### config.mk
export PLATFORM = sky130hd
export DESIGN_NAME = gmii_rx_top
export DESIGN_NICKNAME = d
export VERILOG_FILES = /design/src/design/gmii_rx_pkg.sv /design/src/design/ssio_sdr_in.sv /design/src/design/gmii_rx_framer.sv /design/src/design/eth_crc32_check.sv /design/src/design/rx_frame_counters.sv /design/src/design/gmii_rx_top.sv
export VERILOG_INCLUDE_DIRS = /design/src /design/src/include
export SDC_FILE = /design/constraint.sdc
export NUM_CORES = 1
export LEC_CHECK = 0
export BUFFER_PORTS_ARGS = -buffer_cell sky130_fd_sc_hd__clkbuf_2
export CORE_MARGIN = 1.5
export CORE_UTILIZATION = 26
export DETAILED_ROUTE_END_ITERATION = 10
export GPL_TIMING_DRIVEN = 0
export PLACE_DENSITY = 0.51
export SLEW_MARGIN = 10
export SYNTH_ARGS = -nofsm -noshare
export SYNTH_HDL_FRONTEND = slang
export SYNTH_SLANG_ARGS = --single-unit
### constraint.sdc
create_clock -name clk_io -period 7.1 [get_ports clk_io]
set_input_delay 1.065 -clock clk_io [delete_from_list [all_inputs] [get_ports clk_io]]
set_output_delay 1.065 -clock clk_io [all_outputs]
set_load 0.01 [all_outputs]
### src/include/gmii_rx_defs.svh
// widths, frame limits and the apb register map of the gmii receive path, include where needed
`ifndef GMII_RX_DEFS_SVH
`define GMII_RX_DEFS_SVH

// gmii byte lane width
`define GMII_DW 8

// smallest legal frame in bytes, fcs included
// anything shorter is reported as a runt
`define MIN_FRAME_LEN 64

// crc register left over after running a good frame and its fcs
// reflected crc-32, no final inversion
`define FCS_RESIDUE 32'hDEBB_20E3

// apb byte offsets
`define REG_FRAMES_OK 8'h00
`define REG_CRC_BAD 8'h04
`define REG_FRAME_ERR 8'h08
`define REG_BYTES_OK 8'h0C
// bit 0 enables the framer
`define REG_CTRL 8'h10
// any write zeroes the statistics
`define REG_CLEAR 8'h14

`endif

### src/design/gmii_rx_pkg.sv
// shared bus, beat, status and apb word types of the gmii receive path, referenced by scoped names
`include "gmii_rx_defs.svh"

package gmii_rx_pkg;

    // one sample of the phy receive pins
    typedef struct packed {
        logic [`GMII_DW-1:0] d;
        logic                dv;
        logic                er;
    } gmii_bus_t;

    // one frame byte after preamble stripping
    typedef struct packed {
        logic [`GMII_DW-1:0] data;
        logic                valid;
        // final byte of the frame, fcs included
        logic                last;
    } rx_beat_t;

    // end of frame summary, only meaningful alongside the last beat
    typedef struct packed {
        logic valid;
        // fcs residue mismatch
        logic crc_bad;
        // er seen somewhere inside the frame
        logic gmii_err;
        // shorter than the minimum frame length
        logic runt;
    } rx_status_t;

    // apb read and write data
    typedef logic [31:0] apb_word_t;

endpackage

### src/design/ssio_sdr_in.sv
// source synchronous sdr input stage, registers the pin vector on the receive clock and forwards that clock
`timescale 1ns/100ps

module ssio_sdr_in #(
    // number of pins captured
    parameter int WIDTH = 1
) (
    input  logic             input_clk,
    input  logic [WIDTH-1:0] input_d,
    output logic             output_clk,
    output logic [WIDTH-1:0] output_q,
    input  logic             rst_n
);

    // clock seen by the capture flops
    logic clk_io;

    // capture flops, meant to land in the pad registers
    (* IOB = "TRUE" *)
    logic [WIDTH-1:0] q_reg;

    // generic path, receive clock drives the pad flops directly
    assign clk_io = input_clk;

    // same clock handed on to the logic behind this stage
    assign output_clk = input_clk;

    assign output_q = q_reg;

    // single sample per rising edge
    always_ff @(posedge clk_io) begin
        if (!rst_n) begin
            q_reg <= '0;
        end else begin
            q_reg <= input_d;
        end
    end

endmodule

### src/design/gmii_rx_framer.sv
// gmii receive framer, strips preamble and sfd and emits frame bytes with last and end of frame status
`timescale 1ns/100ps
`include "gmii_rx_defs.svh"

module gmii_rx_framer (
    input  logic                    clk_io,
    input  logic                    rst_n,
    input  logic                    enable,
    input  gmii_rx_pkg::gmii_bus_t  gmii,
    output gmii_rx_pkg::rx_beat_t   beat,
    output gmii_rx_pkg::rx_status_t status
);

    // fsm encoding
    localparam logic [1:0] ST_IDLE     = 2'd0;
    localparam logic [1:0] ST_PREAMBLE = 2'd1;
    localparam logic [1:0] ST_DATA     = 2'd2;
    localparam logic [1:0] ST_DISCARD  = 2'd3;

    localparam logic [`GMII_DW-1:0] PRE_BYTE = `GMII_DW'('h55);
    localparam logic [`GMII_DW-1:0] SFD_BYTE = `GMII_DW'('hD5);

    // length only needs to reach the runt limit
    localparam int LEN_W = $clog2(`MIN_FRAME_LEN + 1);
    localparam logic [LEN_W-1:0] MIN_LEN = LEN_W'(`MIN_FRAME_LEN);

    logic [1:0]          state_q;
    // one byte held back until we know whether it is the last
    logic [`GMII_DW-1:0] hold_data;
    logic                hold_valid;
    logic [LEN_W-1:0]    len_q;
    logic                err_q;

    // output stage
    logic [`GMII_DW-1:0]     data_q;
    logic                    valid_q;
    logic                    last_q;
    gmii_rx_pkg::rx_status_t status_q;

    assign beat.data  = data_q;
    assign beat.valid = valid_q;
    assign beat.last  = last_q;
    assign status     = status_q;

    always_ff @(posedge clk_io) begin
        if (!rst_n) begin
            state_q    <= ST_IDLE;
            hold_valid <= 1'b0;
            len_q      <= '0;
            err_q      <= 1'b0;
            valid_q    <= 1'b0;
            last_q     <= 1'b0;
            status_q   <= '0;
        end else begin
            // output flags are single cycle pulses
            valid_q  <= 1'b0;
            last_q   <= 1'b0;
            status_q <= '0;

            case (state_q)
                ST_IDLE: begin
                    hold_valid <= 1'b0;
                    len_q      <= '0;
                    err_q      <= gmii.dv & gmii.er;
                    // dv high here is always a fresh rise, every frame leaves idle until dv drops
                    if (gmii.dv) begin
                        if (!enable) begin
                            state_q <= ST_DISCARD;
                        end else if (gmii.d == PRE_BYTE) begin
                            state_q <= ST_PREAMBLE;
                        end else if (gmii.d == SFD_BYTE) begin
                            state_q <= ST_DATA;
                        end else begin
                            state_q <= ST_DISCARD;
                        end
                    end
                end

                ST_PREAMBLE: begin
                    if (!gmii.dv) begin
                        // frame ended inside the preamble, drop it
                        state_q <= ST_IDLE;
                    end else begin
                        err_q <= err_q | gmii.er;
                        if (gmii.d == SFD_BYTE) begin
                            state_q <= ST_DATA;
                        end else if (gmii.d != PRE_BYTE) begin
                            state_q <= ST_DISCARD;
                        end
                    end
                end

                ST_DATA: begin
                    if (gmii.dv) begin
                        err_q      <= err_q | gmii.er;
                        hold_valid <= 1'b1;
                        // saturate at the runt limit
                        if (len_q != MIN_LEN) begin
                            len_q <= len_q + 1'b1;
                        end
                        // previous byte is now known not to be the last
                        valid_q <= hold_valid;
                    end else begin
                        state_q    <= ST_IDLE;
                        hold_valid <= 1'b0;
                        // flush the held byte with last and the frame summary
                        if (hold_valid) begin
                            valid_q           <= 1'b1;
                            last_q            <= 1'b1;
                            status_q.valid    <= 1'b1;
                            status_q.gmii_err <= err_q;
                            status_q.runt     <= (len_q < MIN_LEN);
                        end
                    end
                end

                default: begin
                    // bad delimiter or framer disabled at the start, wait for the gap
                    if (!gmii.dv) begin
                        state_q <= ST_IDLE;
                    end
                end
            endcase
        end
    end

    // byte path, qualified by the flags above
    always_ff @(posedge clk_io) begin
        if (gmii.dv && state_q == ST_DATA) begin
            hold_data <= gmii.d;
        end
        data_q <= hold_data;
    end

endmodule

### src/design/eth_crc32_check.sv
// frame check sequence checker, runs crc-32 over each frame with its fcs and flags a bad residue at the end
`timescale 1ns/100ps
`include "gmii_rx_defs.svh"

module eth_crc32_check (
    input  logic                    clk_io,
    input  logic                    rst_n,
    input  gmii_rx_pkg::rx_beat_t   beat_in,
    input  gmii_rx_pkg::rx_status_t status_in,
    output gmii_rx_pkg::rx_beat_t   beat_out,
    output gmii_rx_pkg::rx_status_t status_out
);

    // 0x04C11DB7 in lsb first form
    localparam logic [31:0] CRC_POLY_REFL = 32'hEDB8_8320;
    localparam logic [31:0] CRC_INIT      = 32'hFFFF_FFFF;

    logic [31:0] crc_q;
    logic [31:0] crc_next;
    logic        crc_bad;

    // output stage
    logic [`GMII_DW-1:0]     data_q;
    logic                    valid_q;
    logic                    last_q;
    gmii_rx_pkg::rx_status_t status_q;

    // one byte of the reflected crc, bit 0 of the byte goes in first
    function automatic logic [31:0] crc_byte(
        input logic [31:0]         crc,
        input logic [`GMII_DW-1:0] data
    );
        logic [31:0] c;
        c = crc ^ {{(32 - `GMII_DW){1'b0}}, data};
        for (int i = 0; i < `GMII_DW; i++) begin
            if (c[0]) begin
                c = (c >> 1) ^ CRC_POLY_REFL;
            end else begin
                c = c >> 1;
            end
        end
        return c;
    endfunction

    assign crc_next = crc_byte(crc_q, beat_in.data);

    // the fcs bytes are part of the sum, a good frame leaves the fixed residue
    assign crc_bad = beat_in.valid & beat_in.last & (crc_next != `FCS_RESIDUE);

    assign beat_out.data  = data_q;
    assign beat_out.valid = valid_q;
    assign beat_out.last  = last_q;
    assign status_out     = status_q;

    always_ff @(posedge clk_io) begin
        if (!rst_n) begin
            crc_q    <= CRC_INIT;
            valid_q  <= 1'b0;
            last_q   <= 1'b0;
            status_q <= '0;
        end else begin
            if (beat_in.valid) begin
                // restart for the next frame after the last byte
                if (beat_in.last) begin
                    crc_q <= CRC_INIT;
                end else begin
                    crc_q <= crc_next;
                end
            end
            valid_q  <= beat_in.valid;
            last_q   <= beat_in.last;
            // framer flags pass through, crc result is merged in here
            status_q         <= status_in;
            status_q.crc_bad <= status_in.valid & crc_bad;
        end
    end

    always_ff @(posedge clk_io) begin
        data_q <= beat_in.data;
    end

endmodule

### src/design/rx_frame_counters.sv
// receive statistics block with an apb slave for counter readout, framer enable and counter clear
`timescale 1ns/100ps
`include "gmii_rx_defs.svh"

module rx_frame_counters (
    input  logic                    clk_io,
    input  logic                    rst_n,
    input  logic [7:0]              paddr,
    input  logic                    psel,
    input  logic                    penable,
    input  logic                    pwrite,
    input  gmii_rx_pkg::apb_word_t  pwdata,
    output gmii_rx_pkg::apb_word_t  prdata,
    output logic                    pready,
    output logic                    pslverr,
    input  gmii_rx_pkg::rx_beat_t   beat,
    input  gmii_rx_pkg::rx_status_t status,
    output logic                    enable
);

    // per frame byte count, wide enough for jumbo frames
    localparam int FLEN_W = 16;

    logic [FLEN_W-1:0] flen_q;
    logic [FLEN_W-1:0] flen_total;

    gmii_rx_pkg::apb_word_t frames_ok_q;
    gmii_rx_pkg::apb_word_t crc_bad_q;
    gmii_rx_pkg::apb_word_t frame_err_q;
    gmii_rx_pkg::apb_word_t bytes_ok_q;
    logic                   enable_q;

    logic                   apb_wr;
    logic                   addr_hit;
    logic                   clear;
    logic                   frame_good;
    gmii_rx_pkg::apb_word_t rd_word;

    // write lands at the end of the access phase
    assign apb_wr = psel & penable & pwrite;
    assign clear  = apb_wr & (paddr == `REG_CLEAR);

    // status comes with the last beat, which is not yet in flen_q
    assign flen_total = flen_q + 1'b1;
    assign frame_good = status.valid & ~status.crc_bad & ~status.gmii_err & ~status.runt;

    // read mux and address check
    always_comb begin
        addr_hit = 1'b1;
        rd_word  = '0;
        case (paddr)
            `REG_FRAMES_OK: rd_word = frames_ok_q;
            `REG_CRC_BAD:   rd_word = crc_bad_q;
            `REG_FRAME_ERR: rd_word = frame_err_q;
            `REG_BYTES_OK:  rd_word = bytes_ok_q;
            `REG_CTRL:      rd_word = gmii_rx_pkg::apb_word_t'(enable_q);
            // clear reads back as zero
            `REG_CLEAR:     rd_word = '0;
            default:        addr_hit = 1'b0;
        endcase
    end

    // zero wait states, read data straight from the mux
    assign pready  = 1'b1;
    assign prdata  = (psel & ~pwrite) ? rd_word : '0;
    assign pslverr = psel & penable & ~addr_hit;
    assign enable  = enable_q;

    always_ff @(posedge clk_io) begin
        if (!rst_n) begin
            flen_q      <= '0;
            frames_ok_q <= '0;
            crc_bad_q   <= '0;
            frame_err_q <= '0;
            bytes_ok_q  <= '0;
            enable_q    <= 1'b0;
        end else begin
            // byte count of the frame in flight
            if (beat.valid) begin
                if (beat.last) begin
                    flen_q <= '0;
                end else begin
                    flen_q <= flen_q + 1'b1;
                end
            end

            if (apb_wr && paddr == `REG_CTRL) begin
                enable_q <= pwdata[0];
            end

            // clear beats a frame ending in the same cycle
            if (clear) begin
                frames_ok_q <= '0;
                crc_bad_q   <= '0;
                frame_err_q <= '0;
                bytes_ok_q  <= '0;
            end else if (status.valid) begin
                if (frame_good) begin
                    frames_ok_q <= frames_ok_q + 1'b1;
                    bytes_ok_q  <= bytes_ok_q + gmii_rx_pkg::apb_word_t'(flen_total);
                end
                if (status.crc_bad) begin
                    crc_bad_q <= crc_bad_q + 1'b1;
                end
                // may count together with a crc error
                if (status.gmii_err || status.runt) begin
                    frame_err_q <= frame_err_q + 1'b1;
                end
            end
        end
    end

endmodule

### src/design/gmii_rx_top.sv
// gmii receive front end top, pin capture then framer, fcs check and apb statistics
`timescale 1ns/100ps

module gmii_rx_top (
    input  logic                    clk_io,
    input  logic                    rst_n,
    input  gmii_rx_pkg::gmii_bus_t  gmii_in,
    output gmii_rx_pkg::rx_beat_t   rx_beat,
    output gmii_rx_pkg::rx_status_t rx_status,
    input  logic [7:0]              paddr,
    input  logic                    psel,
    input  logic                    penable,
    input  logic                    pwrite,
    input  gmii_rx_pkg::apb_word_t  pwdata,
    output gmii_rx_pkg::apb_word_t  prdata,
    output logic                    pready,
    output logic                    pslverr
);

    // d, dv and er captured together
    localparam int GMII_W = $bits(gmii_rx_pkg::gmii_bus_t);

    // forwarded receive clock for everything behind the capture stage
    logic                    rx_clk;
    logic [GMII_W-1:0]       gmii_q;
    gmii_rx_pkg::gmii_bus_t  gmii_cap;
    gmii_rx_pkg::rx_beat_t   fr_beat;
    gmii_rx_pkg::rx_status_t fr_status;
    logic                    enable;

    ssio_sdr_in #(
        .WIDTH (GMII_W)
    ) i_ssio_sdr_in (
        .input_clk  (clk_io),
        .input_d    (gmii_in),
        .output_clk (rx_clk),
        .output_q   (gmii_q),
        .rst_n      (rst_n)
    );

    // flat capture vector back to the bus struct
    assign gmii_cap = gmii_q;

    gmii_rx_framer i_framer (
        .clk_io (rx_clk),
        .rst_n  (rst_n),
        .enable (enable),
        .gmii   (gmii_cap),
        .beat   (fr_beat),
        .status (fr_status)
    );

    eth_crc32_check i_crc_check (
        .clk_io     (rx_clk),
        .rst_n      (rst_n),
        .beat_in    (fr_beat),
        .status_in  (fr_status),
        .beat_out   (rx_beat),
        .status_out (rx_status)
    );

    // statistics watch the checked stream
    rx_frame_counters i_counters (
        .clk_io  (rx_clk),
        .rst_n   (rst_n),
        .paddr   (paddr),
        .psel    (psel),
        .penable (penable),
        .pwrite  (pwrite),
        .pwdata  (pwdata),
        .prdata  (prdata),
        .pready  (pready),
        .pslverr (pslverr),
        .beat    (rx_beat),
        .status  (rx_status),
        .enable  (enable)
    );

endmodule

Yosys cells after proc, flatten, opt, wreduce, memory -nomap -nowiden
Index checks and enable logic that the tools add are counted.
{"block": "classes", "n_addsub": 6, "magnitude_cmp": 1, "eq_ne": 18, "n_mux": 31, "bitwise_logic": 30, "reduce_logical": 19}
{"op": "$mux W32", "n": 10}
{"op": "$pmux W32 S5", "n": 1}
{"op": "$not A13 Y14", "n": 8}
{"op": "$add A32 B1 Y32 const B", "n": 3}
{"op": "$add A32 B16 Y32", "n": 1}
{"op": "$ne A32 B32 Y1 const B", "n": 1}
{"op": "$xor A32 B8 Y32", "n": 1}
{"op": "$add A16 B1 Y16 const B", "n": 1}
{"op": "$eq A8 B4 Y1 const B", "n": 2}
{"op": "$eq A8 B5 Y1 const B", "n": 2}
{"op": "$mux W16", "n": 1}
{"op": "$mux W2", "n": 7}
{"op": "$mux W7", "n": 2}
{"op": "$pmux W7 S2", "n": 1}
{"op": "$and A1 B1 Y1", "n": 12}
{"op": "$reduce_and A2 Y1", "n": 5}
{"op": "$eq A8 B3 Y1 const B", "n": 1}
{"op": "$eq A8 B7 Y1 const B", "n": 1}
{"op": "$eq A8 B8 Y1 const B", "n": 1}
{"op": "$logic_not A8 Y1", "n": 1}
{"op": "$ne A8 B7 Y1 const B", "n": 1}
{"op": "$not A1 Y1", "n": 8}
{"op": "$add A7 B1 Y7 const B", "n": 1}
{"op": "$lt A7 B7 Y1 const B", "n": 1}
{"op": "other kinds (20)", "n": 32}
{"block": "word_totals", "reg_bits": 231, "in_bits": 55, "output_inout_bits": 48, "elab_cells": 129}

Depth between registers and ports, before layout
{"block": "depth", "ltp_word": 20, "mapped_depth": 15, "mapped_depth_nobuf": 13}

Hierarchy
From an unflattened synthesis, not the netlist that was laid out.
{"block": "unflattened", "hier_cells": 1416, "hier_area_um2": 12710.9}
{"mod": "rx_frame_counters", "instances": 1, "cells_per_inst": 1005, "area_per_inst_um2": 8625.8, "seq_area_each_um2": 2902.8}
{"mod": "eth_crc32_check", "instances": 1, "cells_per_inst": 280, "area_per_inst_um2": 2581.2, "seq_area_each_um2": 920.9}
{"mod": "gmii_rx_framer", "instances": 1, "cells_per_inst": 110, "area_per_inst_um2": 1233.7, "seq_area_each_um2": 700.7}
{"mod": "ssio_sdr_in", "instances": 1, "cells_per_inst": 21, "area_per_inst_um2": 270.3, "seq_area_each_um2": 200.2}

Worst setup path before layout
OpenSTA, ideal clock, no wires.
{"block": "synth_timing", "kind": "input -> output", "start": "input port paddr[2]", "end": "output port prdata[16]", "arrival_time_ps": 2711, "required_time_ps": 6035, "slack_ps": 3324, "stages": 4, "n_path_buf": 2, "path_cell_list": "clkbuf_1 > buf_1 > mux4_2 > nor2b_1"}
{"block": "synth_via", "elab_chain_cells": 3, "elab_cells_between_ends": 7, "classes_between": "eq/ne (4); mux (2); reduce/logical (1)"}
{"element": "start, declared", "line_no": "gmii_rx_top.sv:10", "text": "input logic [7:0] paddr,"}
{"element": "$eq A8 B5 Y1 (tied with other cells)", "line_no": "rx_frame_counters.sv:51", "text": "case (paddr)"}
{"element": "$pmux W32 S5 *", "line_no": "rx_frame_counters.sv:51"}
{"element": "$mux W32 *", "line_no": "rx_frame_counters.sv:65", "text": "assign prdata = (psel & ~pwrite) ? rd_word : '0;"}
{"element": "end, declared", "line_no": "gmii_rx_top.sv:15", "text": "output gmii_rx_pkg::apb_word_t prdata,"}
Every way passes the cells marked *; elsewhere a longest branch is shown, timed or not.

Final worst setup path
{"block": "layout_timing", "start": "input port paddr[2]", "end": "output port prdata[5]"}
The elaborated chain is that of the path after synthesis.

==> impl_metrics.json <==
{
  "num_rows": 78,
  "drt_pass1_iterations": 6,
  "vias": 9801,
  "rsz0062_at_grt": "no",
  "gp_congestion": 0.8416,
  "crit_type": "in -> out",
  "fill_cells": 4762,
  "maxSlewViolCount": 0,
  "synth.avg_cell_area_sq_um": 8.962,
  "design.core.area_sq_mm": 0.04558,
  "hp-class": "reg -> reg",
  "grt_pass1_vias": 9341,
  "portBuffers": 67,
  "cp_max_fo": 10,
  "period_share_pct": 60.88,
  "viasPerCell": 4.744,
  "hold_violations": 0,
  "synth_area_sq_mm": 0.01207,
  "worst_setup_path_start_kind": "primary input",
  "required_ps": 6030,
  "die_y_microns": 218.5,
  "yosys-top-cells-area": "dfxtp_1, xor2_1, mux4_2",
  "postSynthCellCount": 1347,
  "peakVddDrop_v": 0.0001293,
  "relSlewSlack_pct": 31.64,
  "r2r_start": "i_counters.flen_q[2]",
  "cts_root_buf": "clkbuf_16",
  "cts_tree": "done",
  "ys.flop_type": "dfxtp_1",
  "holdCritStartpoint": "i_framer.hold_data[0]",
  "overflow": 0,
  "synth.top_cell.area_share_pct": 36.98,
  "htreeDepth": 1,
  "wire_per_inst_microns": 15.95,
  "maxCapViolCount": 0,
  "startpoint": "paddr[2]",
  "critPathCaptureType": "primary output",
  "drc": 0,
  "cellLeakagePower_nw": 5.160,
  "clk_path_buf_depth": 3,
  "drt_iter0_drc": 635,
  "power.density_mw_per_mm2": 225.4,
  "clk_pin_slew_worst_paths_ps": 60,
  "yosys.area.top_type": "dfxtp_1",
  "yosysUniqueCellTypes": 64,
  "syn2layout_area_growth_pct": 17.41,
  "tns_ps": 0,
  "drive_above_1_share_pct": 11.60,
  "final.min_clock_period_ps": 4322,
  "numClockSinks": 231,
  "dp_hpwl_mm": 24.95,
  "power_mw": 3.195,
  "cts-buffers-inserted": 28,
  "grt_antenna_before_repair": 1,
  "busiest_layer": "met2",
  "nNetsFinal": 1529,
  "post_cts_buffers": 0,
  "grtUsageMet3_pct": 2.241,
  "initial_utilization_pct": 26.49,
  "post_cts_resized": 0,
  "synthesis.nets": 1432,
  "grt_pass1_wl_mm": 52.51,
  "clk_latency_ps": 550,
  "met1_usage_pct": 18.98,
  "use_met2_pct": 21.89,
  "synth_edf_count": 8,
  "synth-seq-cells": 231,
  "final_common_cell": "dfxtp_1",
  "max_slew.worst_pin.slew_ps": 999.5,
  "max_clock_freq_mhz": 231.4,
  "layout_common_cells": "dfxtp_1, nand2_1, nor2_1",
  "setup_violations": 0,
  "crit_arrival_ps": 3260,
  "synthArstFlopShare_pct": 0,
  "grt_max_degree": 16,
  "die_w_microns": 218.5,
  "antenna_cells": 0,
  "ctsHoldBuffers": 0,
  "yosysWarnings": 0,
  "clock-skew-final_ps": 12.44,
  "outcome": "finished, final reports clean",
  "drtAntennaViolNets": 0,
  "die_area_sq_mm": 0.04773,
  "wl_mm": 32.95,
  "io_pins": 103,
  "ys_seq_area_share_pct": 38.97,
  "grt_use_total_pct": 13.79
}
worst max-delay path, cell delays in order:
cell and delay, ps:
clkbuf_1 570, buf_1 680, mux4_2 630, nor2b_1 150, clkbuf_2 150
Yosys cell counts, types with 25 or more instances:
cell type and count:
a21oi_1 71, and2_1 25, and3_1 28, clkbuf_1 51, dfxtp_1 223, ha_1 29, inv_1 30, mux4_2 31
nand2_1 141, nand3_1 59, nand4_1 31, nor2_1 128, nor2b_1 51, o21ai_0 48, o22ai_1 29, or3_1 26
xnor2_1 77, xor2_1 85
power breakdown:
group	internal (mW)	leakage, nW	total (mW)	switching [mW]
logic	0.118	2.79	0.298	0.180
registers	1.33	1.88	1.34	0.0128
clock network	0.941	0.494	1.56	0.618
total	2.38	5.16	3.20	0.810
logic make-up (layout without fill, tap and decap cells):
family / count (synthesis) / in the layout / share of synthesized area [%]
muxes: 42 / 42 / 6.706
xor gates and xnor gates: 175 / 175 / 14.05
DFF: 231 / 231 / 38.97
buffers and inverters: 91 / 210 / 2.954
AOI/OAI and AO/OA: 216 / 216 / 10.80
and+or+nand+nor: 561 / 561 / 23.31
other: 1 / 1 / 0.03106
adders and majority gates: 30 / 30 / 3.172
flip-flops by register name (all words and copies together) (netlist names), 3 cells and up:
name,count
i_counters.flen_q,16
i_crc_check.data_q,8
i_framer.status,3
i_framer.hold_data,8
i_counters.frame_err_q,32
i_framer.len_q,7
i_counters.bytes_ok_q,32
i_counters.frames_ok_q,32
i_ssio_sdr_in.output_q,10
i_counters.crc_bad_q,32
i_framer.data_q,8
i_crc_check.crc_q,32
i_crc_check.status_out,3
area by class of cell:
class / instances / area, sq um / share of cell area [%]
Clock buffer: 33 / 780.7 / 5.508
Tap cell: 600 / 750.7 / 5.297
Multi-Input combinational cell: 1025 / 7010 / 49.46
Timing Repair Buffer: 67 / 335.3 / 2.366
Sequential cell: 231 / 4705 / 33.19
Buffer: 61 / 244.0 / 1.721
Inverter: 30 / 112.6 / 0.7945
Clock inverter: 19 / 235.2 / 1.660
metal layers:
metal / wire, microns / vias to the layer above / part of all wire [%]
met3: 1423 / 50 / 4.3
met2: 14820 / 179 / 45
met4: 800 / 0 / 2.4
li1: - / 4929 / -
met5: 0 / - / 0
met1: 15910 / 4643 / 48
stage by stage:
step / area [sq um] / setup WS, ps / hold WS, ps / std cells / util, %
final: 14170 / 2778 / 342.1 / 2066 / 31.10
after global routing: 14170 / 2542 / 356.7 / 2066 / 31.10
after CTS: 14170 / 2696 / 344.9 / 2066 / 31.10
after detailed placement: 13160 / 2697 / 328.6 / 2014 / 28.87
after global placement: 13160 / 2703 / 331.2 / 2014 / 28.87
after floorplan: 12070 / 3324 / 323.3 / 1347 / -
worst paths after layout:
path / end / slack [ps] / depth (start not counted)
max: prdata[5] / 2780 / 5
min: i_framer.data_q[0] / 340 / 0
max reg2reg: i_counters.bytes_ok_q[27] / 3190 / 14
min reg2reg: i_framer.data_q[0] / 340 / 0
Note: power is estimated with default switching activity, not from simulation.
